## config.mk

```make
export PLATFORM = sky130hd
export DESIGN_NAME = dataMem
export DESIGN_NICKNAME = d
export VERILOG_FILES = /design/src/source/dataMem.sv
export SDC_FILE = /design/constraint.sdc
export NUM_CORES = 2
export LEC_CHECK = 0
export ABC_AREA = 0
export BUFFER_PORTS_ARGS = -buffer_cell sky130_fd_sc_hd__buf_2
export CORE_MARGIN = 5
export CORE_UTILIZATION = 41
export CTS_CLUSTER_SIZE = 40
export DETAILED_ROUTE_END_ITERATION = 6
export PLACE_DENSITY = 0.52
export SLEW_MARGIN = 10
export SYNTH_ARGS = -nofsm -noshare
export SYNTH_HDL_FRONTEND = slang
export SYNTH_SLANG_ARGS = --single-unit
```

## constraint.sdc

```tcl
create_clock -name clk -period 5.3 [get_ports clk]
set_input_delay 1.06 -clock clk [delete_from_list [all_inputs] [get_ports clk]]
set_output_delay 1.06 -clock clk [all_outputs]
set_load 0.1 [all_outputs]
```

## src/source/dataMem.sv

```systemverilog
`timescale 1ns/1ps
`default_nettype none

module dataMem #(
	parameter int dmemAddrBits = 8
) (
	input  logic                    clk,
	input  logic [dmemAddrBits-1:0] addr,
	input  logic [15:0]             writeData,
	input  logic                    memWe,
	input  logic                    memRe,
	output logic [15:0]             readData
);

	logic [15:0] mem [2**dmemAddrBits];

	// Store on the edge
	always_ff @(posedge clk) begin
		if (memWe)
			mem[addr] <= writeData;
	end

	// Combinational read that gives zero when idle
	assign readData = memRe ? mem[addr] : '0;

endmodule

`default_nettype wire

```

# Word level (Yosys, flattened, before mapping)

Memory sizes are Yosys's and may differ from the RTL's.
Cells that the tools add are included.

Register bits: 0
Bits in latches: 0
Memory bits (writable): 4096
ROM bits: 0
Input bits: 27
Word-level logic and storage cells: 4
Memories: 1

Add/subtract/negate cells: 0
Multiply operators: 0
Div/mod/pow operators: 0
$lt $le $gt $ge: 0
Equal/unequal tests: 0
Shift operators: 0
Mux-type cells: 3
Bitwise gates (word level): 0
Reduce and logical (&&, ||, !) cells: 0

Memories:

| memory | depth | width | rd ports | clocked after Yosys merged registers in | wr ports | RTL line | source |
|---|---|---|---|---|---|---|---|
| mem    | 256   | 16    | 1        | 0                                       | 1        | 15       | `logic [15:0] mem [2**dmemAddrBits];` |

Operator list:

| operator           | count |
|---|---|
| two-way mux 16 bit | 1 |
| two-way mux 1 bit  | 2 |

# Longest topological paths before layout

Depth in word-level cells: 2
Gate-level depth with buffers: 12
Depth with buffers taken out: 7

# Worst setup path before layout

No wires, ideal clock.

Path type: input-to-output
Start: in addr[0]
End: out readData[10]
Arrival: 4.343 ns
Required time: 4.240 ns
Slack: -0.103 ns
Stages on the path: 11
Cell sequence: buf_4 > buf_6 > buf_2 > buf_4 > buf_4 > buf_2 > buf_1 > o21ai_0 > a31oi_1 > a21oi_1 > a32oi_1

Cells in the longest elaborated chain, start to end: 2

Ends and longest elaborated chain:

| what                  | RTL line | source |
|---|---|---|
| from (decl)           | 8        | `input logic [dmemAddrBits-1:0] addr,` |
| memory (256 x 16 bit) | n/a      |  |
| two-way mux 16 bit    | 24       | `assign readData = memRe ? mem[addr] : '0;` |
| to (decl)             | 12       | `output logic [15:0] readData` |

No other way between the ends.

# Final worst setup path

Start: in addr[0]
End: out readData[1]

Same word-level chain as after synthesis.

==> results.yml <==
run_status:
  status: "finished clean"
logic_synthesis:
  syn_nets: 7647
  ys_ff_latch: 4096
  synth_cell_types: 51
  syn_avg_cell_area_sq_um: 20.6
  yosysWarnings: 0
  synth_top_flop_cell: "edfxtp_1"
  synth-edff-count: 4096
  synthCells: 7620
  synth.yosys.seq_area_share_pct: 78.4
  mappedNetlistArea_sq_mm: 0.157
  async_flop_share_pct: 0
finish:
  reg.largest.list: "mem: 4096 flops"
  area_growth_pct: 17.7
  largest_reg_flops: 4096
  final_area_sq_mm: 0.185
  drive_above_1_share_pct: 25.7
  final_core_util_pct: 48.4
  final_net_count: 8556
  fillers: 31400
  final_cell_count_no_fill: 13900
  regMostFlops: "mem"
power_and_ir_drop:
  ir_worst_vdd_v: 0.000291
  cellLeakagePower_nw: 60.6
  powerDensity_mw_per_mm2: 376
global_routing:
  antenna_found_initial: 26
  grt_pass1_vias: 80600
  gr-total-overflow: 0
  grt_usage_pct: 21.9
  grt_max_degree: 152
  grt_pass1_wl_um: 623000
timing:
  period_minus_slack_ns: 5.24
  period_share_pct: 98.9
  hold_viol: 0
  relSlewSlack_pct: 13.3
  worst_slew_pin_slew_ns: 1.30
  setup_viol: 0
  max_freq_ghz: 0.191
  rsz0062_at_grt: "no"
  drv_slew: 0
  setup_ws_ns: 0.0576
  fin_setup_tns_ns: 0
min_path:
  whs_path_depth: 1
  holdPathEnd: "mem[78][7]"
  hold_class: "input port to flop"
  hold_path.startpoint: "writeData[7]"
routing:
  first_pass_iters: 5
  drc_errors: 0
  wirelength_um: 441000
  wl_per_cell_um: 31.7
  viasPerCell: 5.77
  vias: 80300
  antenna_left: 0
  drtIter0Drc: 8507
placement:
  pre_cts_ws_ns: -0.353
  hpwl_um: 273000
  port_buffers: 42
  gp_congestion: 0.873
  dp_cells: 13100
  detailed_place.area_sq_mm: 0.171
worst_setup_path:
  worstSetupEndpointType: "output port"
  cp.arrival_ns: 4.18
  cpMaxStageDelayCell: "mux4_2"
  cp.required_ns: 4.24
  crit_chain: "buf_8 > buf_12 > buf_12 > buf_12 > mux4_2 > a22oi_1 > buf_4 > nand4_1 > buf_4 > nor3_1 > buf_4 > a32oi_2 > buf_12"
  worst_path_most_repeated_cell: "buf_12"
  crit_path_max_incr_delay_ns: 0.52
  cp-start-kind: "input port"
  critPathKind: "input port to output port"
  critPathMaxFanout: 15
clocking:
  cts_tree: "yes"
  htree_levels: 5
  clk_pin_slew_ns: 0.05
  clkSinkCount: 4096
  cts_root_buf: "clkbuf_16"
  clockBufferDepth: 4
  cts_inserted_buffers: 427
  cts_hold_buf: 0
floorplan:
  rows: 227
  start_util_pct: 41.1
  die-area_sq_mm: 0.395
  die_w_um: 628
  io_pins: 43
  die_y_um: 628
  coreArea_sq_mm: 0.382
run:
  maxCapViolCount: 0
-- kinds of logic (layout without fill, tap and decap cells) --
family | count (synthesis) | after routing | share of synthesized area [%]
AO/OA/AOI/OAI | 874 | 874 | 3.91
buffers and inverters | 481 | 1734 | 1.43
flip-flops | 4096 | 4096 | 78.4
multiplexers | 1501 | 1501 | 14.2
other | 0 | 10 | 0
AND/OR/NAND/NOR | 668 | 668 | 1.99
-- worst max-delay path by stage --
stage / from / to / slack (ns)
global placement: addr[1] / readData[15] / -0.37
finish: addr[0] / readData[1] / 0.06
floorplan: addr[0] / readData[10] / 0.56
detailed placement: addr[1] / readData[15] / -0.35
global route: addr[0] / readData[1] / 0.005
CTS: addr[0] / readData[6] / 0.01
-- per-stage QoR --
stage / hold WS, ns / power (mW)
5_1_grt: 0.439 / 71.5
6_report: 0.458 / 69.4
2_1_floorplan: 1.16 / 38.0
3_3_place_gp: 1.46 / 40.1
3_5_place_dp: 1.46 / 40.1
4_1_cts: 0.409 / 70.0
-- where the power goes --
group          internal (mW)  leakage [nW]  switching (mW)
sequential              35.7          36.8          0.0145
clock                   17.6          6.79            12.4
combinational           1.31          17.0            2.39
-- critical path: cells and delay by family --
family	cells	cell delay, ns
AOI/OAI and AO/OA	2	0.38
and+or+nand+nor	2	0.48
muxes	1	0.52
buffers and inverters	8	1.64
-- area by class of cell --
cell class                 instances  area [sq um]  share of cell area, %
sequential                      4096        123000                   66.6
timing repair buffer             945          9150                   4.96
clock inverter                   269          2800                   1.52
inverter                          16          60.1                 0.0325
clock buffer                     504         11100                   6.04
antenna                           10          25.0                 0.0136
tap                             5038          6300                   3.41
multi-input combinational       3043         32200                   17.4
-- timing repair --
item,CTS,global route
resized for setup,13,7
hold endpoints to repair,0,0
buffers inserted,0,0
setup endpoints to repair,13,6
cloned,1,0
-- synth_stat cells, types with 16 or more instances --
cell type  count  area, sq um
a22oi_1      239         1790
nand3_1       81          405
buf_2        172          861
clkbuf_1     194          728
nor3_1        32          160
nand4_1       51          319
buf_4         52          390
a21oi_1       82          410
edfxtp_1    4096       123000
a32oi_1       17          149
nand2_1      133          499
mux4_2       582        13100
inv_1         16         60.1
o21ai_0       77          385
mux2i_1      888         8890
buf_1         43          161
nor2_1       268         1010
o22ai_1      192         1200
a221oi_1     135         1180
or4_1         44          330
a31oi_1       49          307
mux2_2        31          349
-- cell usage in the layout (no fill, tap or decap), types with 12 or more instances in the layout --
| master | synthesis | final |
|---|---|---|
| a211o_1 | 14 | 14 |
| a21oi_1 | 82 | 76 |
| a221oi_1 | 135 | 135 |
| a222oi_1 | 15 | 15 |
| a22o_1 | 14 | 14 |
| a22oi_1 | 239 | 238 |
| a31oi_1 | 49 | 47 |
| a32oi_2 | 0 | 12 |
| buf_12 | 0 | 151 |
| buf_4 | 52 | 767 |
| buf_8 | 0 | 17 |
| bufinv_16 | 0 | 54 |
| clkbuf_1 | 194 | 69 |
| clkbuf_16 | 0 | 435 |
| clkinv_1 | 0 | 108 |
| clkinv_2 | 0 | 70 |
| clkinvlp_4 | 0 | 15 |
| edfxtp_1 | 4096 | 4096 |
| inv_1 | 16 | 15 |
| mux2_2 | 31 | 31 |
| mux2i_1 | 888 | 888 |
| mux4_2 | 582 | 582 |
| nand2_1 | 133 | 131 |
| nand3_1 | 81 | 73 |
| nand4_1 | 51 | 51 |
| nor2_1 | 268 | 217 |
| nor2_2 | 1 | 48 |
| nor3_1 | 32 | 12 |
| nor3_2 | 0 | 20 |
| o21ai_0 | 77 | 75 |
| o21ai_1 | 13 | 15 |
| o221ai_1 | 15 | 15 |
| o22ai_1 | 192 | 192 |
| or4_1 | 44 | 44 |
-- layer usage --
layer	track usage [%]	share of wire, %
met1	30.9	42
met2	35.6	48
met3	3.09	6.3
met4	6.36	3.2
met5	0	0
Power figures use the tool's default switching activity.
