File: config.mk
export PLATFORM = sky130hd
export DESIGN_NAME = instrDecode
export DESIGN_NICKNAME = d
export VERILOG_FILES = /design/src/source/cpuPkg.sv /design/src/source/instrDecode.sv
export SDC_FILE = /design/constraint.sdc
export NUM_CORES = 1
export LEC_CHECK = 0
export BUFFER_PORTS_ARGS = -buffer_cell sky130_fd_sc_hd__buf_2
export CAP_MARGIN = 0
export CORE_MARGIN = 3
export CORE_UTILIZATION = 40
export DETAILED_ROUTE_END_ITERATION = 10
export PLACE_DENSITY = 0.73
export SLEW_MARGIN = 20
export SYNTH_ARGS = -nofsm -noshare
export SYNTH_HDL_FRONTEND = slang
export SYNTH_SLANG_ARGS = --single-unit
File: constraint.sdc
create_clock -name vclk -period 3.3
set_input_delay 0.66 -clock vclk [all_inputs]
set_output_delay 0.66 -clock vclk [all_outputs]
set_load 0.005 [all_outputs]
File: src/source/cpuPkg.sv
`default_nettype none

package cpuPkg;

	// Opcodes in instruction bits [15:12]
	localparam logic [3:0] opAdd  = 4'd0;
	localparam logic [3:0] opAddz = 4'd1;
	localparam logic [3:0] opSub  = 4'd2;
	localparam logic [3:0] opAnd  = 4'd3;
	localparam logic [3:0] opNor  = 4'd4;
	localparam logic [3:0] opSll  = 4'd5;
	localparam logic [3:0] opSrl  = 4'd6;
	localparam logic [3:0] opSra  = 4'd7;
	localparam logic [3:0] opLw   = 4'd8;
	localparam logic [3:0] opSw   = 4'd9;
	localparam logic [3:0] opLhb  = 4'd10;
	localparam logic [3:0] opLlb  = 4'd11;
	localparam logic [3:0] opB    = 4'd12;
	localparam logic [3:0] opJal  = 4'd13;
	localparam logic [3:0] opJr   = 4'd14;
	localparam logic [3:0] opHlt  = 4'd15;

	// ALU functions that ALU opcodes carry in their low bits
	localparam logic [2:0] fnAdd = 3'd0;
	localparam logic [2:0] fnLhb = 3'd1;
	localparam logic [2:0] fnSub = 3'd2;
	localparam logic [2:0] fnAnd = 3'd3;
	localparam logic [2:0] fnNor = 3'd4;
	localparam logic [2:0] fnSll = 3'd5;
	localparam logic [2:0] fnSrl = 3'd6;
	localparam logic [2:0] fnSra = 3'd7;

	// Branch conditions in bits [11:9]
	localparam logic [2:0] condNe     = 3'd0;
	localparam logic [2:0] condEq     = 3'd1;
	localparam logic [2:0] condGt     = 3'd2;
	localparam logic [2:0] condLt     = 3'd3;
	localparam logic [2:0] condGte    = 3'd4;
	localparam logic [2:0] condLte    = 3'd5;
	localparam logic [2:0] condOvfl   = 3'd6;
	localparam logic [2:0] condUncond = 3'd7;

	// One instruction word seen through three field layouts
	typedef union packed {
		struct packed {
			logic [3:0] opcode;
			logic [3:0] rd;
			logic [3:0] rs;
			logic [3:0] rt;
		} rFmt;
		struct packed {
			logic [3:0] opcode;
			logic [3:0] rd;
			logic [7:0] imm8;
		} iFmt;
		struct packed {
			logic [3:0] opcode;
			logic [2:0] cond;
			logic [8:0] offset9;
		} bFmt;
	} instrWord_t;

endpackage

`default_nettype wire

File: src/source/instrDecode.sv
`timescale 1ns/1ps
`default_nettype none

module instrDecode
	import cpuPkg::*;
(
	input  instrWord_t  instr,
	input  logic [15:0] pcPlus1,
	input  logic        zr,
	input  logic        ne,
	input  logic        ov,
	output logic [15:0] nextAddr,
	output logic [3:0]  p0Addr,
	output logic [3:0]  p1Addr,
	output logic [3:0]  dstAddr,
	output logic [3:0]  shamt,
	output logic        re0,
	output logic        re1,
	output logic        memRe,
	output logic        we,
	output logic        memWe,
	output logic        memOp,
	output logic        aluOp,
	output logic        jal,
	output logic        jr,
	output logic        hlt,
	output logic        src0Sel,
	output logic [2:0]  func,
	output logic        memToReg
);

	logic [3:0]  opcode;
	logic        isB;
	logic        isLhb;
	logic        isLlb;
	logic        taken;
	logic [15:0] branchOff;
	logic [15:0] jalOff;

	// Decode views of the same word
	assign opcode = instr.rFmt.opcode;

	// Class strobes
	assign aluOp = !opcode[3];
	assign isB   = (opcode == opB);
	assign isLhb = (opcode == opLhb);
	assign isLlb = (opcode == opLlb);
	assign jal   = (opcode == opJal);
	assign jr    = (opcode == opJr);
	assign hlt   = (opcode == opHlt);

	// Memory strobes
	assign memWe    = (opcode == opSw);
	assign memToReg = (opcode == opLw);
	assign memRe    = memToReg;
	assign memOp    = memWe | memToReg;

	// Reads stay on until halt
	assign re0 = !hlt;
	assign re1 = !hlt;

	// Branch condition from the flag register
	always_comb begin
		case (instr.bFmt.cond)
			condNe:   taken = !zr;
			condEq:   taken = zr;
			condGt:   taken = !(zr || ne);
			condLt:   taken = ne;
			condGte:  taken = !ne;
			condLte:  taken = ne || zr;
			condOvfl: taken = ov;
			default:  taken = 1'b1;
		endcase
	end

	// Sign extended offsets
	assign branchOff = {{7{instr.bFmt.offset9[8]}}, instr.bFmt.offset9};
	assign jalOff    = {{4{instr.iFmt.rd[3]}}, instr.iFmt.rd, instr.iFmt.imm8};

	// Not taken falls through to pcPlus1
	assign nextAddr = (isB && taken) ? pcPlus1 + branchOff :
		jal ? pcPlus1 + jalOff :
		pcPlus1;

	// LHB keeps the low byte of rd
	assign p0Addr = isLhb ? instr.rFmt.rd : instr.rFmt.rs;

	// SW data and LHB source sit in rd and LLB reads R0 on this port
	always_comb begin
		if (memWe || isLhb)
			p1Addr = instr.rFmt.rd;
		else if (memToReg)
			p1Addr = instr.rFmt.rs;
		else if (isLlb)
			p1Addr = 4'h0;
		else
			p1Addr = instr.rFmt.rt;
	end

	// ADDZ without zr writes into R0 and is lost
	always_comb begin
		if (jal)
			dstAddr = 4'hf;
		else if (isB)
			dstAddr = 4'h0;
		else if (opcode == opAddz && !zr)
			dstAddr = 4'h0;
		else
			dstAddr = instr.rFmt.rd;
	end

	// Shift amount and load/store offset share the rt field
	assign shamt = instr.rFmt.rt;

	assign we      = aluOp | jal | memToReg | isLhb | isLlb;
	assign src0Sel = isLhb | isLlb;

	// ADDZ shares the adder and loads and stores add their offset
	always_comb begin
		if (aluOp)
			func = (opcode == opAddz) ? fnAdd : opcode[2:0];
		else if (isLhb)
			func = fnLhb;
		else
			func = fnAdd;
	end

endmodule

`default_nettype wire

**After elaboration in Yosys (flattened, before gate mapping)**

Cells that the tools add are included.

- $add $sub $neg: 2
- Equal/unequal tests: 15
- Mux-type cells: 13
- Bitwise logic cells: 6
- Reductions and logical operators: 10

Operator list:

| operator | number |
|---|---|
| adder 16 bit | 2 |
| == test 4 bit, second input constant | 8 |
| 2-to-1 mux 16 bit | 2 |
| 2-to-1 mux 4 bit | 7 |
| == test 3 bit, second input constant | 3 |
| case mux 1 bit (7 select lines) | 1 |
| == test 3 x 2 -> 1 bit, second input constant | 2 |
| 2-to-1 mux 3 bit | 2 |
| bitwise OR 1 bit | 6 |
| logical NOT 1 bit | 5 |
| == test 4 x 1 -> 1 bit, second input constant | 1 |
| == test 3 x 1 -> 1 bit, second input constant | 1 |
| logical NOT 3 bit | 1 |
| logical AND 1 bit | 2 |
| logical OR 1 bit | 2 |
| 2-to-1 mux 1 bit | 1 |

- Bits in registers: 0

**Longest topological paths before layout**

- Word-level depth: 5
- Gate-level depth with buffers: 9
- Depth with buffers taken out: 9

**Worst setup path before layout**

No wires, ideal clock.

- Kind: input-to-output
- Start point: in instr[0] (netlist bit)
- End point: out nextAddr[12]
- Arrival time: 2.803 ns
- Slack: -0.163 ns
- Cell stages on the path: 9
- Path buffers: 0
- Cells stage by stage: ha_1 > fa_1 > a21o_1 > a21o_1 > a2111oi_4 > o31ai_2 > a221oi_2 > xnor2_1 > o211a_1

- Longest elaborated chain between the ends: 3
- Elaborated cells on any way between the ends: 4

RTL lines:

| item | line | RTL |
|---|---|---|
| start, declared | instrDecode.sv:7 | `input instrWord_t instr,` |
| adder 16 bit | instrDecode.sv:82 | `jal ? pcPlus1 + jalOff :` |
| 2-to-1 mux 16 bit | instrDecode.sv:82 |  |
| 2-to-1 mux 16 bit * | instrDecode.sv:81 | `assign nextAddr = (isB && taken) ? pcPlus1 + branchOff :` |
| end, declared | instrDecode.sv:12 | `output logic [15:0] nextAddr,` |

Mark *: on every way between the ends. The rest lies on a longest branch, timed or not.

**Worst setup path after layout**

Ends and elaborated chain as after synthesis.

==> flow_summary.ini <==
[logic_synthesis]
yosysMostFrequentCell = nor2_1
synth_top_area_share = 0.151
synth_area_leaders = ha_1 (15%), nor2_1 (8.0%), a21oi_1 (7.2%)
yosysSeqAreaShare = 0
synthCells = 255
syn_avg_cell_area_sq_um = 6.81
netlist.top_cell.by_area = ha_1
synth_nets = 312
syn-cell-area_sq_um = 1740
ys_warn_count = 0
synthTopCellsByCount = nor2_1 (37), a21oi_1 (25), nand2_1 (23)
synth.distinct_cells = 57

[die]
rows = 23
die_area_sq_um = 5170
core_sq_um = 4090
die_x_um = 71.9
die_h_um = 71.9
initial_utilization = 0.425
pin_count = 82

[layout]
nClkBuffers = 0
seq_cells = 0
fin_cells = 421
syn_to_final_growth_pct = 55.1
regArea_sq_um = 0
antenna_cells = 0
drive_above_1_share = 0.442
stdcell_area_sq_um = 2690
nets = 430

[timing]
slew_viol_final = 0
rsz0062_at_grt = true
fmax_mhz = 283
relSlewSlack = 0.753
worst_pin_slew_ps = 365
setup_viol = 9
fin_crit_ps = 3530
finalCritPeriodShare = 1.07
fin_ws_ps = -231
hold_viol = 0

[clock_tree]
hold_buffers = 0

[critical_path]
cpMostUsedCell = a21o_1
crit_path_top_delay_cell = fa_2
cp-start-kind = input pin
cp_max_fo = 4
cp_data_arrival_time_ps = 2870
worst-setup-path-type = input pin to primary output
cpPeakStageDelay_ps = 330
cp-end-kind = primary output
cp_cell_sequence = buf_8, ha_4, fa_2, a21o_1, a21o_1, a2111oi_4, buf_4, o31ai_4, a221oi_2, xnor2_1, o211a_1, buf_2
worstPathRequired_ps = 2640

[global_route]
track_usage = 0.212
grt-ovfl-total = 0
grt_pass1_wl_um = 9330
antenna_found_initial = 0
grt_max_degree = 16
grt_pass1_vias = 2138

[worst_hold_path]
whs_path_depth = 2
min_path_type = input pin to primary output

[placed_design]
dp_hpwl_um = 4560
place_area_sq_um = 2450
port_buffers = 82
globalplace.congestion = 0.844
numPlacedInstances = 416

[power_and_ir_drop]
peakVddDrop_mv = 0.0981
leakagePower_nw = 1.38
p_per_area_nw_per_um2 = 173
p_total_w = 0.000465

[detailed_routing]
drtIter0Drc = 82
wl_per_cell_um = 13.7
routed_wl_um = 5750
first_pass_iters = 4
drcViolationCount = 0
antenna_left = 0
avgViaCountPerCell = 5.44
vias = 2290

[outcome]
violations = negative setup slack
run_status = complete, but fails checks

[run]
drv_cap = 0
## metrics by stage
| stage | hold WS (ps) | TNS [ps] | utilization | setup WS [ps] |
|---|---|---|---|---|
| final | 1540 | -1010 | 0.659 | -231 |
| after global placement | 1540 | -1310 | 0.600 | -293 |
| after global routing | 1560 | -1960 | 0.659 | -348 |
| after floorplan | 1350 | 0 | - | 13.2 |
| after CTS | 1550 | -946 | 0.637 | -271 |
| after detailed placement | 1540 | -1550 | 0.600 | -353 |
## report_power, final
part	switching (W)	internal, W
sequential	0	0
combinational	0.000232	0.000233
clock	0	0
## worst paths after layout
path	startpoint	endpoint	slack, ps
max	instr[0]	nextAddr[12]	-230
min	instr[3]	shamt[3]	1540
## layout make-up
type / count / area (sq um)
multi-input combinational: 232 / 1800
fill: 352 / 1390
timing repair buffer: 128 / 790
tap: 50 / 62.6
inverter: 11 / 41.3
## critical path, delay by kind of cell
kind | cells | cell delay, ps
AOI/OAI and AO/OA | 6 | 1190
xor gates and xnor gates | 1 | 110
adders and majority gates | 2 | 480
buffers and inverters | 3 | 420
## repair_timing
action / 4_1_cts / 5_1_grt
gates resized for setup: 23 / 19
hold endpoints to repair: 0 / 0
pin swaps: 7 / 22
buffers inserted: 4 / 1
setup endpoints to repair: 8 / 9
## kinds of logic (layout without fill, tap and decap cells)
kind of cell             Yosys count  count (layout)  synth area share
adder cells (fa/ha/maj)           22              22             0.163
AO/OA/AOI/OAI                     90              90             0.361
buffers and inverters             23             139            0.0634
multiplexers                      16              16            0.0980
AND/OR/NAND/NOR                   86              86             0.224
XOR/XNOR                          18              18            0.0908
## layer usage
metal	track usage	vias up	wire length, um
met5	0	-	0
li1	-	1169	-
met4	0.0251	0	56
met2	0.409	76	2910
met1	0.264	1041	2430
met3	0.0139	4	359
## cell usage in the layout (no fill, tap or decap), types with 3 or more instances in the layout
cell and n:
ha_1 18, o21a_1 5, xnor2_1 8, o21bai_1 4
buf_6 5, o21ai_1 3, buf_2 79, nand2b_1 4
o21ai_2 3, a211oi_4 3, nand2_1 22, mux2i_1 8
nor2_1 36, nor2b_1 4, o21ai_0 13, mux2_2 7
a21oi_1 24, xor2_1 9, inv_1 10, buf_4 42
nor3_1 3, a21o_1 6
Power figures use the tool's default switching activity.
