[src/source/cpuPkg.sv]
`default_nettype none

package cpuPkg;

	// Opcodes in instruction bits [15:12]
	localparam logic [3:0] opAdd  = 4'd0;
	localparam logic [3:0] opAddz = 4'd1;
	localparam logic [3:0] opSub  = 4'd2;
	localparam logic [3:0] opAnd  = 4'd3;
	localparam logic [3:0] opNor  = 4'd4;
	localparam logic [3:0] opSll  = 4'd5;
	localparam logic [3:0] opSrl  = 4'd6;
	localparam logic [3:0] opSra  = 4'd7;
	localparam logic [3:0] opLw   = 4'd8;
	localparam logic [3:0] opSw   = 4'd9;
	localparam logic [3:0] opLhb  = 4'd10;
	localparam logic [3:0] opLlb  = 4'd11;
	localparam logic [3:0] opB    = 4'd12;
	localparam logic [3:0] opJal  = 4'd13;
	localparam logic [3:0] opJr   = 4'd14;
	localparam logic [3:0] opHlt  = 4'd15;

	// ALU functions that ALU opcodes carry in their low bits
	localparam logic [2:0] fnAdd = 3'd0;
	localparam logic [2:0] fnLhb = 3'd1;
	localparam logic [2:0] fnSub = 3'd2;
	localparam logic [2:0] fnAnd = 3'd3;
	localparam logic [2:0] fnNor = 3'd4;
	localparam logic [2:0] fnSll = 3'd5;
	localparam logic [2:0] fnSrl = 3'd6;
	localparam logic [2:0] fnSra = 3'd7;

	// Branch conditions in bits [11:9]
	localparam logic [2:0] condNe     = 3'd0;
	localparam logic [2:0] condEq     = 3'd1;
	localparam logic [2:0] condGt     = 3'd2;
	localparam logic [2:0] condLt     = 3'd3;
	localparam logic [2:0] condGte    = 3'd4;
	localparam logic [2:0] condLte    = 3'd5;
	localparam logic [2:0] condOvfl   = 3'd6;
	localparam logic [2:0] condUncond = 3'd7;

	// One instruction word seen through three field layouts
	typedef union packed {
		struct packed {
			logic [3:0] opcode;
			logic [3:0] rd;
			logic [3:0] rs;
			logic [3:0] rt;
		} rFmt;
		struct packed {
			logic [3:0] opcode;
			logic [3:0] rd;
			logic [7:0] imm8;
		} iFmt;
		struct packed {
			logic [3:0] opcode;
			logic [2:0] cond;
			logic [8:0] offset9;
		} bFmt;
	} instrWord_t;

endpackage

`default_nettype wire

[src/source/fetchUnit.sv]
`timescale 1ns/1ps
`default_nettype none

module fetchUnit
	import cpuPkg::*;
#(
	parameter int imemAddrBits = 8
) (
	input  logic                    clk,
	input  logic                    arstN,
	input  logic [15:0]             nextAddr,
	input  logic [15:0]             jrTarget,
	input  logic                    jr,
	input  logic                    hlt,
	input  logic                    imemWe,
	input  logic [imemAddrBits-1:0] imemAddr,
	input  logic [15:0]             imemData,
	output instrWord_t              instr,
	output logic [15:0]             pcPlus1,
	output logic [15:0]             pc,
	output logic                    halted
);

	logic [15:0] imem [2**imemAddrBits];

	// Program load only under reset
	always_ff @(posedge clk) begin
		if (imemWe && !arstN)
			imem[imemAddr] <= imemData;
	end

	assign instr   = imem[pc[imemAddrBits-1:0]];
	assign pcPlus1 = pc + 16'd1;

	// PC parks on HLT so the core stays frozen
	always_ff @(posedge clk or negedge arstN) begin
		if (!arstN)
			pc <= '0;
		else if (!hlt && !halted)
			pc <= jr ? jrTarget : nextAddr;
	end

	// Halt latch cleared only by reset
	always_ff @(posedge clk or negedge arstN) begin
		if (!arstN)
			halted <= 1'b0;
		else if (hlt)
			halted <= 1'b1;
	end

	assert property (@(posedge clk) arstN |-> !imemWe);

endmodule

`default_nettype wire

[config.mk]
export PLATFORM = sky130hd
export DESIGN_NAME = fetchUnit
export DESIGN_NICKNAME = d
export VERILOG_FILES = /design/src/source/cpuPkg.sv /design/src/source/fetchUnit.sv
export SDC_FILE = /design/constraint.sdc
export NUM_CORES = 2
export LEC_CHECK = 0
export BUFFER_PORTS_ARGS = -buffer_cell sky130_fd_sc_hd__buf_2
export CAP_MARGIN = 40
export CORE_ASPECT_RATIO = 1.5
export CORE_MARGIN = 8
export CORE_UTILIZATION = 55
export CTS_CLUSTER_SIZE = 20
export DETAILED_ROUTE_END_ITERATION = 7
export MAX_ROUTING_LAYER = met4
export PLACE_DENSITY = 0.72
export SETUP_SLACK_MARGIN = 0.5
export SLEW_MARGIN = 25
export SYNTH_ARGS = -nofsm -noshare
export SYNTH_HDL_FRONTEND = slang
export SYNTH_SLANG_ARGS = --single-unit
[constraint.sdc]
create_clock -name clk -period 6.1 [get_ports clk]
set_input_delay 0.61 -clock clk [delete_from_list [all_inputs] [get_ports clk]]
set_output_delay 0.61 -clock clk [all_outputs]
set_load 0.005 [all_outputs]
# Word level (Yosys, flattened, before mapping)
# Memories as Yosys holds them, arrays and structs flattened.
# Cells that the tools add are included.
# op_classes
addsub	1
mux	3
reduce_logical	5
# ops
operator	count
16-bit by 1-bit adder with 16-bit output, second input constant	1
16-bit two-way mux	1
1-bit logical NOT	3
1-bit logical AND	2
1-bit two-way mux	2
# word_totals
regBits	17
ram_bits	4096
output_inout_bits	49
word_cells	12
memories	1
# memory_table
name	depth	word_bits	read_ports	rd_clocked_by_memory_dff	write_ports	line_no	text
imem	256	16	1	0	1	fetchUnit.sv:24	logic [15:0] imem [2**imemAddrBits];

# Longest topological paths before layout
# logic_depth
depth_word	4
ltp_mapped	12
mapped_depth_nobuf	7

# Worst setup path after synthesis
# OpenSTA, ideal clock, no wires.
# synth_path
path_kind	register to output
start	reg pc[0]
end	out instr[0] in the netlist's numbering
t_arrival_ns	2.427
required_time_ns	5.490
slack_ns	3.063
stages_incl_launch_ff	11
n_path_buf	4
path_cell_list	dfrtp_1 -> buf_6 -> buf_8 -> buf_6 -> buf_2 -> mux4_2 -> a221oi_1 -> o21ai_0 -> a21oi_1 -> nand2_1 -> a32o_1
# synth_lines
item	line_no	text
from (decl)	fetchUnit.sv:20	output logic [15:0] pc,
from (signal assigned)	fetchUnit.sv:40	pc <= jr ? jrTarget : nextAddr;
to (decl)	fetchUnit.sv:18	output instrWord_t instr,

==> run summary <==
The run finished with clean final reports. The H-tree generated during clock tree synthesis spans 5 levels. The post-synthesis xor/xnor area fraction is less than 1%. The pin count of the biggest net entering global routing came out at about 200. The async set-reset flop share out of synthesis is less than 1%. The total global-route track usage is just under 30%.

After floorplanning, the core was sized to cover ~290000 um2. The Yosys step of the flow raised 0 warnings. Across the whole layout, storage elements account for around 120000 um2. The via count of the first global-routing pass is 81300. The fraction of the mapped netlist area in adder cells is less than 1%. After clock tree synthesis, the clock-pin slew on the worst setup and hold paths is 0.07 ns. Dividing the final minimum period by the clock period gives between 90% and 100%.

The gate count after technology mapping came out at between 7000 and 8000. Among all cell types in the netlist, the one instantiated most often is sky130_fd_sc_hd__edfxtp_1. Sorting the synthesized cells by area gives the leading types as sky130_fd_sc_hd__edfxtp_1 (77%), sky130_fd_sc_hd__mux4_2 (12%), sky130_fd_sc_hd__mux2i_1 (2.6%). After legalization and detailed placement, the total HPWL measured around 270000 um. The buffer cell driving the clock tree root is sky130_fd_sc_hd__clkbuf_16.

The normalized max-slew margin came out at a little under a quarter. The proportion of layout cells with a drive suffix above 1 came out at 25.9%. The number of max-cap violations is 0. The most common flop cell mapped by yosys is sky130_fd_sc_hd__edfxtp_1.

The initial antenna violation count came out at 26. The per-cell via count in the routed design came out at a little under 7. The number of unique standard cell types used by synthesis came out at 74.

The signal arrival time at the worst endpoint came out at 5.06 ns. Dividing the synthesized area by the synthesized cell count gives 21.5 um2. VDD sags by at most 246 uV. The path class of the tightest hold or removal check is input port to flip-flop. 110 I/O pins were placed. The global-route wire length before repair came out at ~610000 um. The static leakage came out at between 0.05 and 0.06 uW. After routing, the total negative slack on setup checks comes to 0 ns. The worst setup path is launched from a flip-flop. The clock net in this run drives a total of just over 4000 sinks. The share of synthesized area occupied by flip-flops and latches came out at approximately 78%. Summed over all layers, the global routing overflow is 0. The worst slack after detailed placement came out at about 1.2 ns. The number of failing hold endpoints at the final stage is 0. The cell with the most instances on the worst path is sky130_fd_sc_hd__buf_4. The detailed router's first-iteration violation count is 11800.

The die footprint came out at roughly 300000 um2. Measured against the total synthesized area, the mux share comes to about 15%. At the end of routability-driven placement, the weighted congestion stood at about 0.90. The final worst clock skew is approximately 0.034 ns.

The initial cell density of the core came out at 55.1%. The final max-slew violation count came to 0. The number of flip-flops and latches in the synthesized netlist came out at a little over 4000.

The commonest cells after synthesis are sky130_fd_sc_hd__edfxtp_1 (4096), sky130_fd_sc_hd__mux4_2 (855), sky130_fd_sc_hd__mux2i_1 (420), sky130_fd_sc_hd__nor2_1 (380), sky130_fd_sc_hd__clkbuf_1 (193). In the final routed layout, each cell accounts on average for ~36 um. The maximum fanout encountered on the critical timing path came out at 72. The minimum clock period after layout is roughly 5.7 ns. TritonCTS built the clock tree. The count of nets left with antenna violations once routing finished came out at 0. For this design, the slowest cell found on the critical path is sky130_fd_sc_hd__dfrtp_4.

The remaining routing DRC violations came out at 0. After filler insertion, the fill cell instance count of the layout stands at approximately 19000. The type of the worst setup path is flip-flop to primary output.

In this run the power density over the cells is approximately 340 nW/um2. TritonCTS created between 300 and 400 clock buffers. The count of TritonRoute iterations in the first routing pass is 7. The final layout contains routed wiring with a total length of about 440000 um. Setup repair after global routing left no endpoint under its margin. The area growth from synthesis to layout is 12.4%. The largest area contributor in the synthesized netlist is sky130_fd_sc_hd__edfxtp_1. From bottom edge to top edge, the die measures roughly 670 um. The worst-margin pin slew is approximately 1.2 ns. The clock passes through at most 4 buffers.

The area share of and/or/nand/nor cells after synthesis came out at under 10%. The largest single stage delay on the critical path is roughly 0.7 ns. The worst setup path is captured at a primary output. The mapped cell area came out at approximately 160000 um2. The achievable clock frequency came out at 176 MHz. The share of the core filled with cells in the final layout came out at 62.0%.

The routed via count came out at just over 80000. For this run, the post-layout net count is about 8100. Data on the critical path is required at its endpoint by roughly 5.5 ns. The total setup violations reported at the end of the flow is 0. Traced cell by cell, the critical path runs through inv_12, buf_4, mux2i_1, a211oi_1, nand2_1, nor3b_2, buf_4, o32ai_1, buf_2. The number of enable flip-flop cells after synthesis is 4096.

The final worst-path setup slack came out at around 0.43 ns. The count of standard-cell rows came out at approximately 240. The insertion delay of the later-clocked pin in the worst-skew pair came out at just over 0.9 ns. The number of nets produced by synthesis is around 7500. The synthesized-area fraction occupied by ao, oa, aoi and oai cells came out at 3.54%. The die extent in x came out at 455 um. After synthesis, the largest family of logic cells by area is multiplexers. The share of the synthesized area in the top cell type came out at between 70 and 80%.

The multi-input combinational cell area is approximately 33000 um2. The number of buffers added on ports is ~110.
[per-layer routing]
metal | GRT usage (%) | part of all wire [%] | wire (um)
met5 | - | 0 | 0
met4 | 15.6 | 6.6 | 28700
met3 | 5.88 | 11 | 48600
met2 | 45.2 | 49 | 213000
met1 | 35.6 | 34 | 146000
[flip-flops by register name, indices dropped and copies added (netlist names)]
name	count
halted	1
imem	4096
pc	16
[area by class of cell]
type,count,area share (%)
Timing Repair Buffer,680,3.32
Inverter,5,0.0182
Tap cell,3782,2.64
Antenna cell,44,0.0615
Sequential cell,4113,69.0
Multi-Input combinational cell,2842,18.5
Clock inverter,197,1.12
Clock buffer,449,5.33
[critical path: cells and delay by family, from the launching register on]
family | cells | cell delay, ns
compound gates | 2 | 1.19
buf+inv | 4 | 1.39
flops | 1 | 0.69
mux | 1 | 0.23
simple gates | 2 | 0.60
[what timing repair did]
action | in CTS | in global routing
hold buffers | 14 | 0
endpoints found under the hold margin | 24 | 0
cloned | 1 | 0
endpoints found under the setup margin | 13 | 5
gates resized for setup | 8 | 4
setup buffers | 8 | 8
[cells by family after synthesis]
| family | Yosys count |
|---|---|
| AO/OA/AOI/OAI | 776 |
| buffers and inverters | 458 |
| multiplexers | 1309 |
| XOR/XNOR | 14 |
| adder cells (fa/ha/maj) | 1 |
| AND/OR/NAND/NOR | 741 |
| flip-flops | 4113 |
[path summary, 6_finish.rpt]
path                               startpoint            endpoint  slack (ns)  cells past startpoint
min                              nextAddr[15]  pc[15]$_DFFE_PN0P_        0.04                      3
max in group asynchronous               arstN   pc[6]$_DFFE_PN0P_        5.16                      3
max reg2reg                 pc[1]$_DFFE_PN0P_   pc[1]$_DFFE_PN0P_        4.09                      5
min in group asynchronous               arstN   pc[3]$_DFFE_PN0P_        0.51                      3
max                         pc[2]$_DFFE_PN0P_            instr[1]        0.43                      9
min reg2reg                pc[15]$_DFFE_PN0P_  pc[15]$_DFFE_PN0P_        0.55                      2
[power by group]
part / internal, uW / switching, uW / total, uW
registers: 31100 / 79.7 / 31200
clock network: 12600 / 10000 / 22700
logic: 2480 / 4300 / 6780
[stage by stage]
step           area (um2)  hold WS [ns]  cells  power, uW
2_1_floorplan      159000         0.314   7412      35500
3_3_place_gp       166000         0.504  11400      38300
3_5_place_dp       167000         0.540  11400      38400
4_1_cts            179000      0.000507  12000      60700
5_1_grt            179000        0.0548  12100      62000
6_report           179000        0.0385  12100      60600
[layout by cell type (no fill, tap or decap), types with 17 or more instances in the layout]
cell type and n:
sky130_fd_sc_hd__a211o_1 20, sky130_fd_sc_hd__a211oi_1 52, sky130_fd_sc_hd__a21oi_1 98, sky130_fd_sc_hd__a221o_1 69, sky130_fd_sc_hd__a221oi_1 90, sky130_fd_sc_hd__a22o_1 26
sky130_fd_sc_hd__a22oi_1 40, sky130_fd_sc_hd__a31oi_1 24, sky130_fd_sc_hd__buf_12 57, sky130_fd_sc_hd__buf_2 102, sky130_fd_sc_hd__buf_4 468, sky130_fd_sc_hd__bufinv_16 35
sky130_fd_sc_hd__clkbuf_1 80, sky130_fd_sc_hd__clkbuf_16 369, sky130_fd_sc_hd__clkinv_1 72, sky130_fd_sc_hd__clkinv_2 55, sky130_fd_sc_hd__clkinvlp_4 17, sky130_fd_sc_hd__diode_2 44
sky130_fd_sc_hd__edfxtp_1 4096, sky130_fd_sc_hd__mux2_2 33, sky130_fd_sc_hd__mux2i_1 420, sky130_fd_sc_hd__mux4_2 855, sky130_fd_sc_hd__nand2_1 171, sky130_fd_sc_hd__nand3_1 33
sky130_fd_sc_hd__nor2_1 353, sky130_fd_sc_hd__nor3_1 39, sky130_fd_sc_hd__o21ai_0 111, sky130_fd_sc_hd__o22ai_1 115, sky130_fd_sc_hd__o31ai_1 21
Power figures use the tool's default switching activity.
