**config.mk**
```make
export PLATFORM = sky130hd
export DESIGN_NAME = alu
export DESIGN_NICKNAME = d
export VERILOG_FILES = /design/src/source/cpuPkg.sv /design/src/source/alu.sv
export SDC_FILE = /design/constraint.sdc
export NUM_CORES = 1
export LEC_CHECK = 0
export ABC_CLOCK_PERIOD_IN_PS = 4000
export BUFFER_PORTS_ARGS = -buffer_cell sky130_fd_sc_hd__buf_2
export CORE_MARGIN = 2
export CORE_UTILIZATION = 28
export CTS_CLUSTER_SIZE = 30
export DETAILED_ROUTE_END_ITERATION = 10
export GPL_TIMING_DRIVEN = 0
export PLACE_DENSITY = 0.53
export RECOVER_POWER = 50
export SLEW_MARGIN = 0
export SYNTH_ARGS = -nofsm -noshare
export SYNTH_HDL_FRONTEND = slang
export SYNTH_SLANG_ARGS = --single-unit
export TNS_END_PERCENT = 1
```
**constraint.sdc**
```tcl
create_clock -name clk -period 4 [get_ports clk]
set_input_delay 0.4 -clock clk [delete_from_list [all_inputs] [get_ports clk]]
set_output_delay 0.4 -clock clk [all_outputs]
set_load 0.05 [all_outputs]
```
**src/source/cpuPkg.sv**
```systemverilog
`default_nettype none

package cpuPkg;

	// Opcodes in instruction bits [15:12]
	localparam logic [3:0] opAdd  = 4'd0;
	localparam logic [3:0] opAddz = 4'd1;
	localparam logic [3:0] opSub  = 4'd2;
	localparam logic [3:0] opAnd  = 4'd3;
	localparam logic [3:0] opNor  = 4'd4;
	localparam logic [3:0] opSll  = 4'd5;
	localparam logic [3:0] opSrl  = 4'd6;
	localparam logic [3:0] opSra  = 4'd7;
	localparam logic [3:0] opLw   = 4'd8;
	localparam logic [3:0] opSw   = 4'd9;
	localparam logic [3:0] opLhb  = 4'd10;
	localparam logic [3:0] opLlb  = 4'd11;
	localparam logic [3:0] opB    = 4'd12;
	localparam logic [3:0] opJal  = 4'd13;
	localparam logic [3:0] opJr   = 4'd14;
	localparam logic [3:0] opHlt  = 4'd15;

	// ALU functions that ALU opcodes carry in their low bits
	localparam logic [2:0] fnAdd = 3'd0;
	localparam logic [2:0] fnLhb = 3'd1;
	localparam logic [2:0] fnSub = 3'd2;
	localparam logic [2:0] fnAnd = 3'd3;
	localparam logic [2:0] fnNor = 3'd4;
	localparam logic [2:0] fnSll = 3'd5;
	localparam logic [2:0] fnSrl = 3'd6;
	localparam logic [2:0] fnSra = 3'd7;

	// Branch conditions in bits [11:9]
	localparam logic [2:0] condNe     = 3'd0;
	localparam logic [2:0] condEq     = 3'd1;
	localparam logic [2:0] condGt     = 3'd2;
	localparam logic [2:0] condLt     = 3'd3;
	localparam logic [2:0] condGte    = 3'd4;
	localparam logic [2:0] condLte    = 3'd5;
	localparam logic [2:0] condOvfl   = 3'd6;
	localparam logic [2:0] condUncond = 3'd7;

	// One instruction word seen through three field layouts
	typedef union packed {
		struct packed {
			logic [3:0] opcode;
			logic [3:0] rd;
			logic [3:0] rs;
			logic [3:0] rt;
		} rFmt;
		struct packed {
			logic [3:0] opcode;
			logic [3:0] rd;
			logic [7:0] imm8;
		} iFmt;
		struct packed {
			logic [3:0] opcode;
			logic [2:0] cond;
			logic [8:0] offset9;
		} bFmt;
	} instrWord_t;

endpackage

`default_nettype wire

```
**src/source/alu.sv**
```systemverilog
`timescale 1ns/1ps
`default_nettype none

module alu
	import cpuPkg::*;
(
	input  logic        clk,
	input  logic        arstN,
	input  logic [15:0] p0Data,
	input  logic [15:0] p1Data,
	input  logic [7:0]  imm8,
	input  logic [3:0]  shamt,
	input  logic [2:0]  func,
	input  logic        aluOp,
	input  logic        src0Sel,
	output logic [15:0] result,
	output logic        zr,
	output logic        ne,
	output logic        ov
);

	logic [15:0] opB;
	logic [15:0] sum;
	logic [15:0] diff;
	logic        addOv;
	logic        subOv;

	// Immediate for LLB/LHB, offset for memory ops, register otherwise
	always_comb begin
		if (src0Sel)
			opB = {{8{imm8[7]}}, imm8};
		else if (aluOp)
			opB = p1Data;
		else
			opB = {{12{shamt[3]}}, shamt};
	end

	assign sum  = p0Data + opB;
	assign diff = p0Data - opB;

	// Signed overflow flips the result sign away from the first operand
	assign addOv = (p0Data[15] == opB[15]) && (sum[15] != p0Data[15]);
	assign subOv = (p0Data[15] != opB[15]) && (diff[15] != p0Data[15]);

	always_comb begin
		case (func)
			fnAdd:   result = sum;
			fnLhb:   result = {imm8, p0Data[7:0]};
			fnSub:   result = diff;
			fnAnd:   result = p0Data & opB;
			fnNor:   result = ~(p0Data | opB);
			fnSll:   result = p0Data << shamt;
			fnSrl:   result = p0Data >> shamt;
			default: result = $signed(p0Data) >>> shamt;
		endcase
	end

	// Flags only follow arithmetic ALU instructions
	always_ff @(posedge clk or negedge arstN) begin
		if (!arstN) begin
			zr <= 1'b0;
			ne <= 1'b0;
			ov <= 1'b0;
		end else if (aluOp && (func == fnAdd || func == fnSub)) begin
			zr <= (result == 16'h0);
			ne <= result[15];
			ov <= (func == fnSub) ? subOv : addOv;
		end
	end

	assert property (@(posedge clk) disable iff (!arstN) !$isunknown({zr, ne, ov}));

endmodule

`default_nettype wire

```
Word level (Yosys, flattened, before mapping)
Index checks and enable logic that the tools add are counted.

word-level totals
  bits in registers = 3
  bits of input ports = 51

operators by class
  $add $sub $neg = 2
  equality and inequality tests = 10
  shifts and indexed selects = 3
  muxes and demuxes = 4
  bitwise logic cells = 3
  reductions and logical operators = 6

operators by type and width
  kind                number
  $pmux 16 s7         1
  $mux 16             2
  $add 16x16->16      1
  $and 16x16->16      1
  $logic_not 16->1    1
  $not 16->16         1
  $or 16x16->16       1
  $shl 16x4->16       1
  $shr 16x4->16       1
  $sshr 16x4->16      1
  $sub 16x16->16      1
  $eq 3x3->1 const B  3
  $eq 3x2->1 const B  2
  $eq 3x1->1 const B  1
  $logic_and 1x1->1   3
  $logic_not 3->1     1
  $ne 1x1->1          3
  $eq 1x1->1          1
  $logic_or 1x1->1    1
  $mux 1              1

Logic depth before layout (Yosys ltp)
  depth in word-level cells = 6
  mapped depth = 18

Worst setup path before layout
No wires, ideal clock.

  path kind = in2reg
  start = input port shamt[2]
  end = register zr
  library setup time = 0.105 ns
  arrival time = 4.958 ns
  data required time = 3.895 ns
  slack = -1.063 ns
  cell stages on the path = 18
  path buffers = 6
  cells stage by stage = buf_2 buf_2 buf_2 buf_1 buf_1 mux2i_1 o21a_1 ha_1 buf_2 a21o_1 a221o_1 nor2_1 nand3b_1 a31oi_1 or4_1 or4_1 or4_1 o41ai_2

between the ends
  elaborated cells between the ends (all ways) = 12
  those cells by class = 2 x add/sub; 3 x shift; 3 x mux; 3 x bitwise; 1 x reduce/logical

RTL lines
  item                                                     line                  source
  start, declared                                          alu.sv:12             input logic [3:0] shamt,
  $mux 16                                                  alu.sv:32             else if (aluOp)
  $mux 16                                                  alu.sv:30             if (src0Sel)
  $sub 16x16->16 / $add 16x16->16 (equally long branches)  alu.sv:39, alu.sv:38
  $pmux 16 s7 (*)                                          alu.sv:46             case (func)
  net result[6]                                            alu.sv:16             output logic [15:0] result,
  $logic_not 16->1 (*)                                     alu.sv:65             zr <= (result == 16'h0);
  end signal, assigned                                     alu.sv:65
  end, declared                                            alu.sv:17             output logic zr,

The timed path passes the listed nets; every way through them passes the cells marked *.
A chain may end at the register's enable or synchronous reset.

Final worst setup path
  start = input port shamt[3]
  end = register zr

between the ends
  longest elaborated chain between the ends = 6
  elaborated cells between the ends (all ways) = 12
  those cells by class = 2 x add/sub; 3 x shift; 3 x mux; 3 x bitwise; 1 x reduce/logical

ends and longest elaborated chain
  item                                                                    line
  parallel branches: the longest is 4 deep, another holds $sub 16x16->16  n/a
  $pmux 16 s7 (*)                                                         alu.sv:46
  $logic_not 16->1 (*)                                                    alu.sv:65

Mark *: on every way between the ends.

==> results.md <==
- Io pins: 70
- Final period util: 0.9994
- Synth cell types: between 70 and 80
- Final Max Slew Viols: 0
- R2r endpoint: ne$_DFFE_PN0P_
- Min Tclk post-route: between 3000 and 4000 ps
- Crit path max fanout: 11
- Data arrival, critical path: ~4000 ps
- Final setup TNS: 0 ps
- Post-route cell area: 6274 um^2
- Worst-Margin Slew: about 840 ps
- Sequential share of power: 0.029
- Cell Area, Synth: a little under 5000 um^2
- DRT Pass-1 Iters: 5
- Required time worst endpoint: a little over 4000 ps
- P&R area growth vs syn: 27.26%
- Post-Syn Instances: 711
- P per Cell Area: ~210 nW/um^2
- Die Width: ~140 um
- Gr ovfl total: 0
- DR vias: slightly below 6000
- Gr usage total: 0.2325
- DR WL/cell: ~22 um
- Clock Latency Late Sink: between 200 and 250 ps
- Psw: between 700 and 800 uW
- Comb power frac: 0.854
- Cell Rows: 48
- Setup WS pre-CTS: -1573 ps
- DPL Wire Length: roughly 18 mm
- Core Footprint: between 15000 and 20000 um^2
- CTS H-tree lvls: 1
- Final antenna diode count: 0
- DR iter-0 viols: 626
- RR Startpoint: ne$_DFFE_PN0P_
- Setup crit end kind: flop
- Total CTS buffers: 3
- LEAKAGE: around 2.6 nW
- Setup crit start kind: primary input
- Layout cells sized above 1: 0.2554
- Starting Density: 0.2860
- RSZ-0062 raised after global routing: yes
- Fin nets: approximately 890
- Register area share after synthesis: 0.01523
- Synth Net Count: 814
- Clk pwr share: 0.117
- Final Wtd Congestion: 0.9983
- Clock-pin slew on the worst setup and hold paths: roughly 30 ps
- CTS sink cnt: 3
- Clock Skew: 0 ps
- Placed cell area: 5643 um^2
- Number of synthesized flops with an enable pin: 0
- Clk buf depth: 2
- Setup violators final: 0
- Status: finished, final reports clean
- Drc violations: 0
- Int Pwr: approximately 600 uW
- Vias in the first global route: about 5700
- Avg Inst Size Synth: 6.934 um^2
- Switch share: 0.5568
- Synthesis warning total: 0
- Largest vdd supply drop: 124.2 uV
- Worst reg2reg path depth: 1
- First-pass GRT wire length: between 30 and 40 mm
- Min-delay src: ov$_DFFE_PN0P_
- Maxcap violations: 0
- Root buf cell: clkbuf_16
- Die area: around 19000 um^2
- Worst R2R Setup Slack: approximately 3200 ps
- Rel. slew slack: 0.4394
- Fmax: roughly 250 MHz
- Synth Register Bits: 3
- TritonCTS clock tree: done
- Die H: 136.7 um
- Hold Path Depth: 2
- Pwr Total: ~1.3 mW
- Min-delay worst type: flop to flop
- Pin count of the biggest net entering global routing: 19
- Final Hold Vio Count: 0
- Critical path class: primary input to flop
- Final worst-path setup slack: roughly 2.3 ps
- Initial antenna violation count: 0
- Hold Crit Endpoint: ov$_DFFE_PN0P_
- DR vias/cell: approximately 6
- Antenna Nets Post-Route: 0
- Ys flop type: dfrtp_1
- Total Routed Length: roughly 22 mm
- WHS: around 490 ps
- Ys async rst share: 1.000
- PortBufs: 63
==> power by group through the flow <==
stage	combinational (mW)	clock (mW)	sequential [mW]
final	1.15	0.158	0.0394
after global routing	1.22	0.163	0.0400
after CTS	1.07	0.160	0.0393
after detailed placement	1.00	0	0.0395
after global placement	1.00	0	0.0394
after floorplan	0.698	0	0.0599
==> flip-flops by register name (all words and copies together) (netlist names) <==
signal  cells
ov          1
zr          1
ne          1
==> through the flow <==
stage	instances	utilization
6_report	1012	0.3640
5_1_grt	1012	0.3640
3_3_place_gp	999	0.3274
4_1_cts	1003	0.3525
2_1_floorplan	711	-
3_5_place_dp	999	0.3274
==> layout by cell type (no fill, tap or decap), types with 7 or more instances in the layout <==
master and n:
a211oi_1 14, nor2_1 63, xnor2_1 8, o221ai_1 12
clkbuf_1 24, nor4_1 7, nor3_1 19, mux4_2 11
inv_1 41, mux2i_1 35, buf_4 22, o21ai_0 29
mux2_2 11, o311ai_0 8, a21o_1 16, buf_2 59
a21oi_1 42, nand3_1 20, ha_1 42, nand2_1 67
nor2b_1 16, buf_6 7
==> synth_stat cells (6+ instances only) <==
library cell	count	area [um^2]
buf_1	9	33.78
nand3b_1	6	45.04
mux2i_1	36	360.4
mux4_2	11	247.7
nor2b_1	16	100.1
a21o_1	16	120.1
mux2_2	11	123.9
o21bai_1	6	45.04
nand3_1	20	100.1
clkbuf_1	28	105.1
ha_1	50	625.6
xnor2_1	8	70.07
nand2_1	67	251.5
and3_1	6	37.54
o22ai_1	8	50.05
buf_2	17	85.08
nor2_1	66	247.7
a22oi_1	7	52.55
o31ai_1	6	45.04
nor4_1	7	43.79
a211oi_1	17	127.6
o311ai_0	10	87.58
o21ai_0	33	165.2
o21a_1	11	82.58
a21oi_1	48	240.2
o221ai_1	12	105.1
inv_1	46	172.7
nand2b_1	6	37.54
nor3_1	21	105.1
==> worst max-delay path, cell delays in order <==
cell and delay (ps):
buf_6 130, clkinvlp_4 150, nor2_4 210, a21oi_1 60, o21a_1 220, ha_1 300
buf_6 140, inv_2 80, a221oi_2 300, buf_4 160, a21boi_1 70, o21ai_2 210
a31oi_4 120, or4_1 430, or4_4 470, or4_4 430, o41ai_2 210
==> layout make-up <==
type                    instances  area [um^2]
repair buffers                 86        570.5
well taps                     225        281.5
fillers                      1833        10960
flip-flops and latches          3        75.07
multi-input cells             603         4745
clock buffers                   4        78.83
inverters                      46        178.9
plain buffers                  45        344.1
==> timing repair <==
action,in CTS,in global routing
setup endpoints to repair,13,7
hold buffers,1,0
resized for setup,69,38
buffers inserted,8,11
pin swaps,14,22
gates cloned,3,0
endpoints found under the hold margin,3,0
==> kinds of logic after synthesis <==
group / count (synthesis) / share of synthesized area
simple gates: 242 / 0.2348
compound gates: 236 / 0.3383
buf+inv: 105 / 0.09289
mux: 63 / 0.1660
fa+ha+maj: 52 / 0.1350
xor+xnor: 10 / 0.01777
flops: 3 / 0.01523
==> worst max path at each step <==
| stage | start | end | cells past startpoint |
|---|---|---|---|
| finish | shamt[3] | zr$_DFFE_PN0P_ | 17 |
| global route | shamt[3] | zr$_DFFE_PN0P_ | 17 |
| CTS | aluOp | zr$_DFFE_PN0P_ | 15 |
| detailed placement | aluOp | zr$_DFFE_PN0P_ | 15 |
| global placement | aluOp | zr$_DFFE_PN0P_ | 15 |
| floorplan | shamt[0] | zr$_DFFE_PN0P_ | 18 |
==> per-layer routing <==
metal  wire, um  vias to the layer above  track usage
li1           -                     2798            -
met1       9614                     2830       0.3148
met2      10170                      298       0.3817
met3       1821                       39      0.03667
met4        652                        0      0.06366
met5          0                        -            0
(Power assumes the default switching activity.)
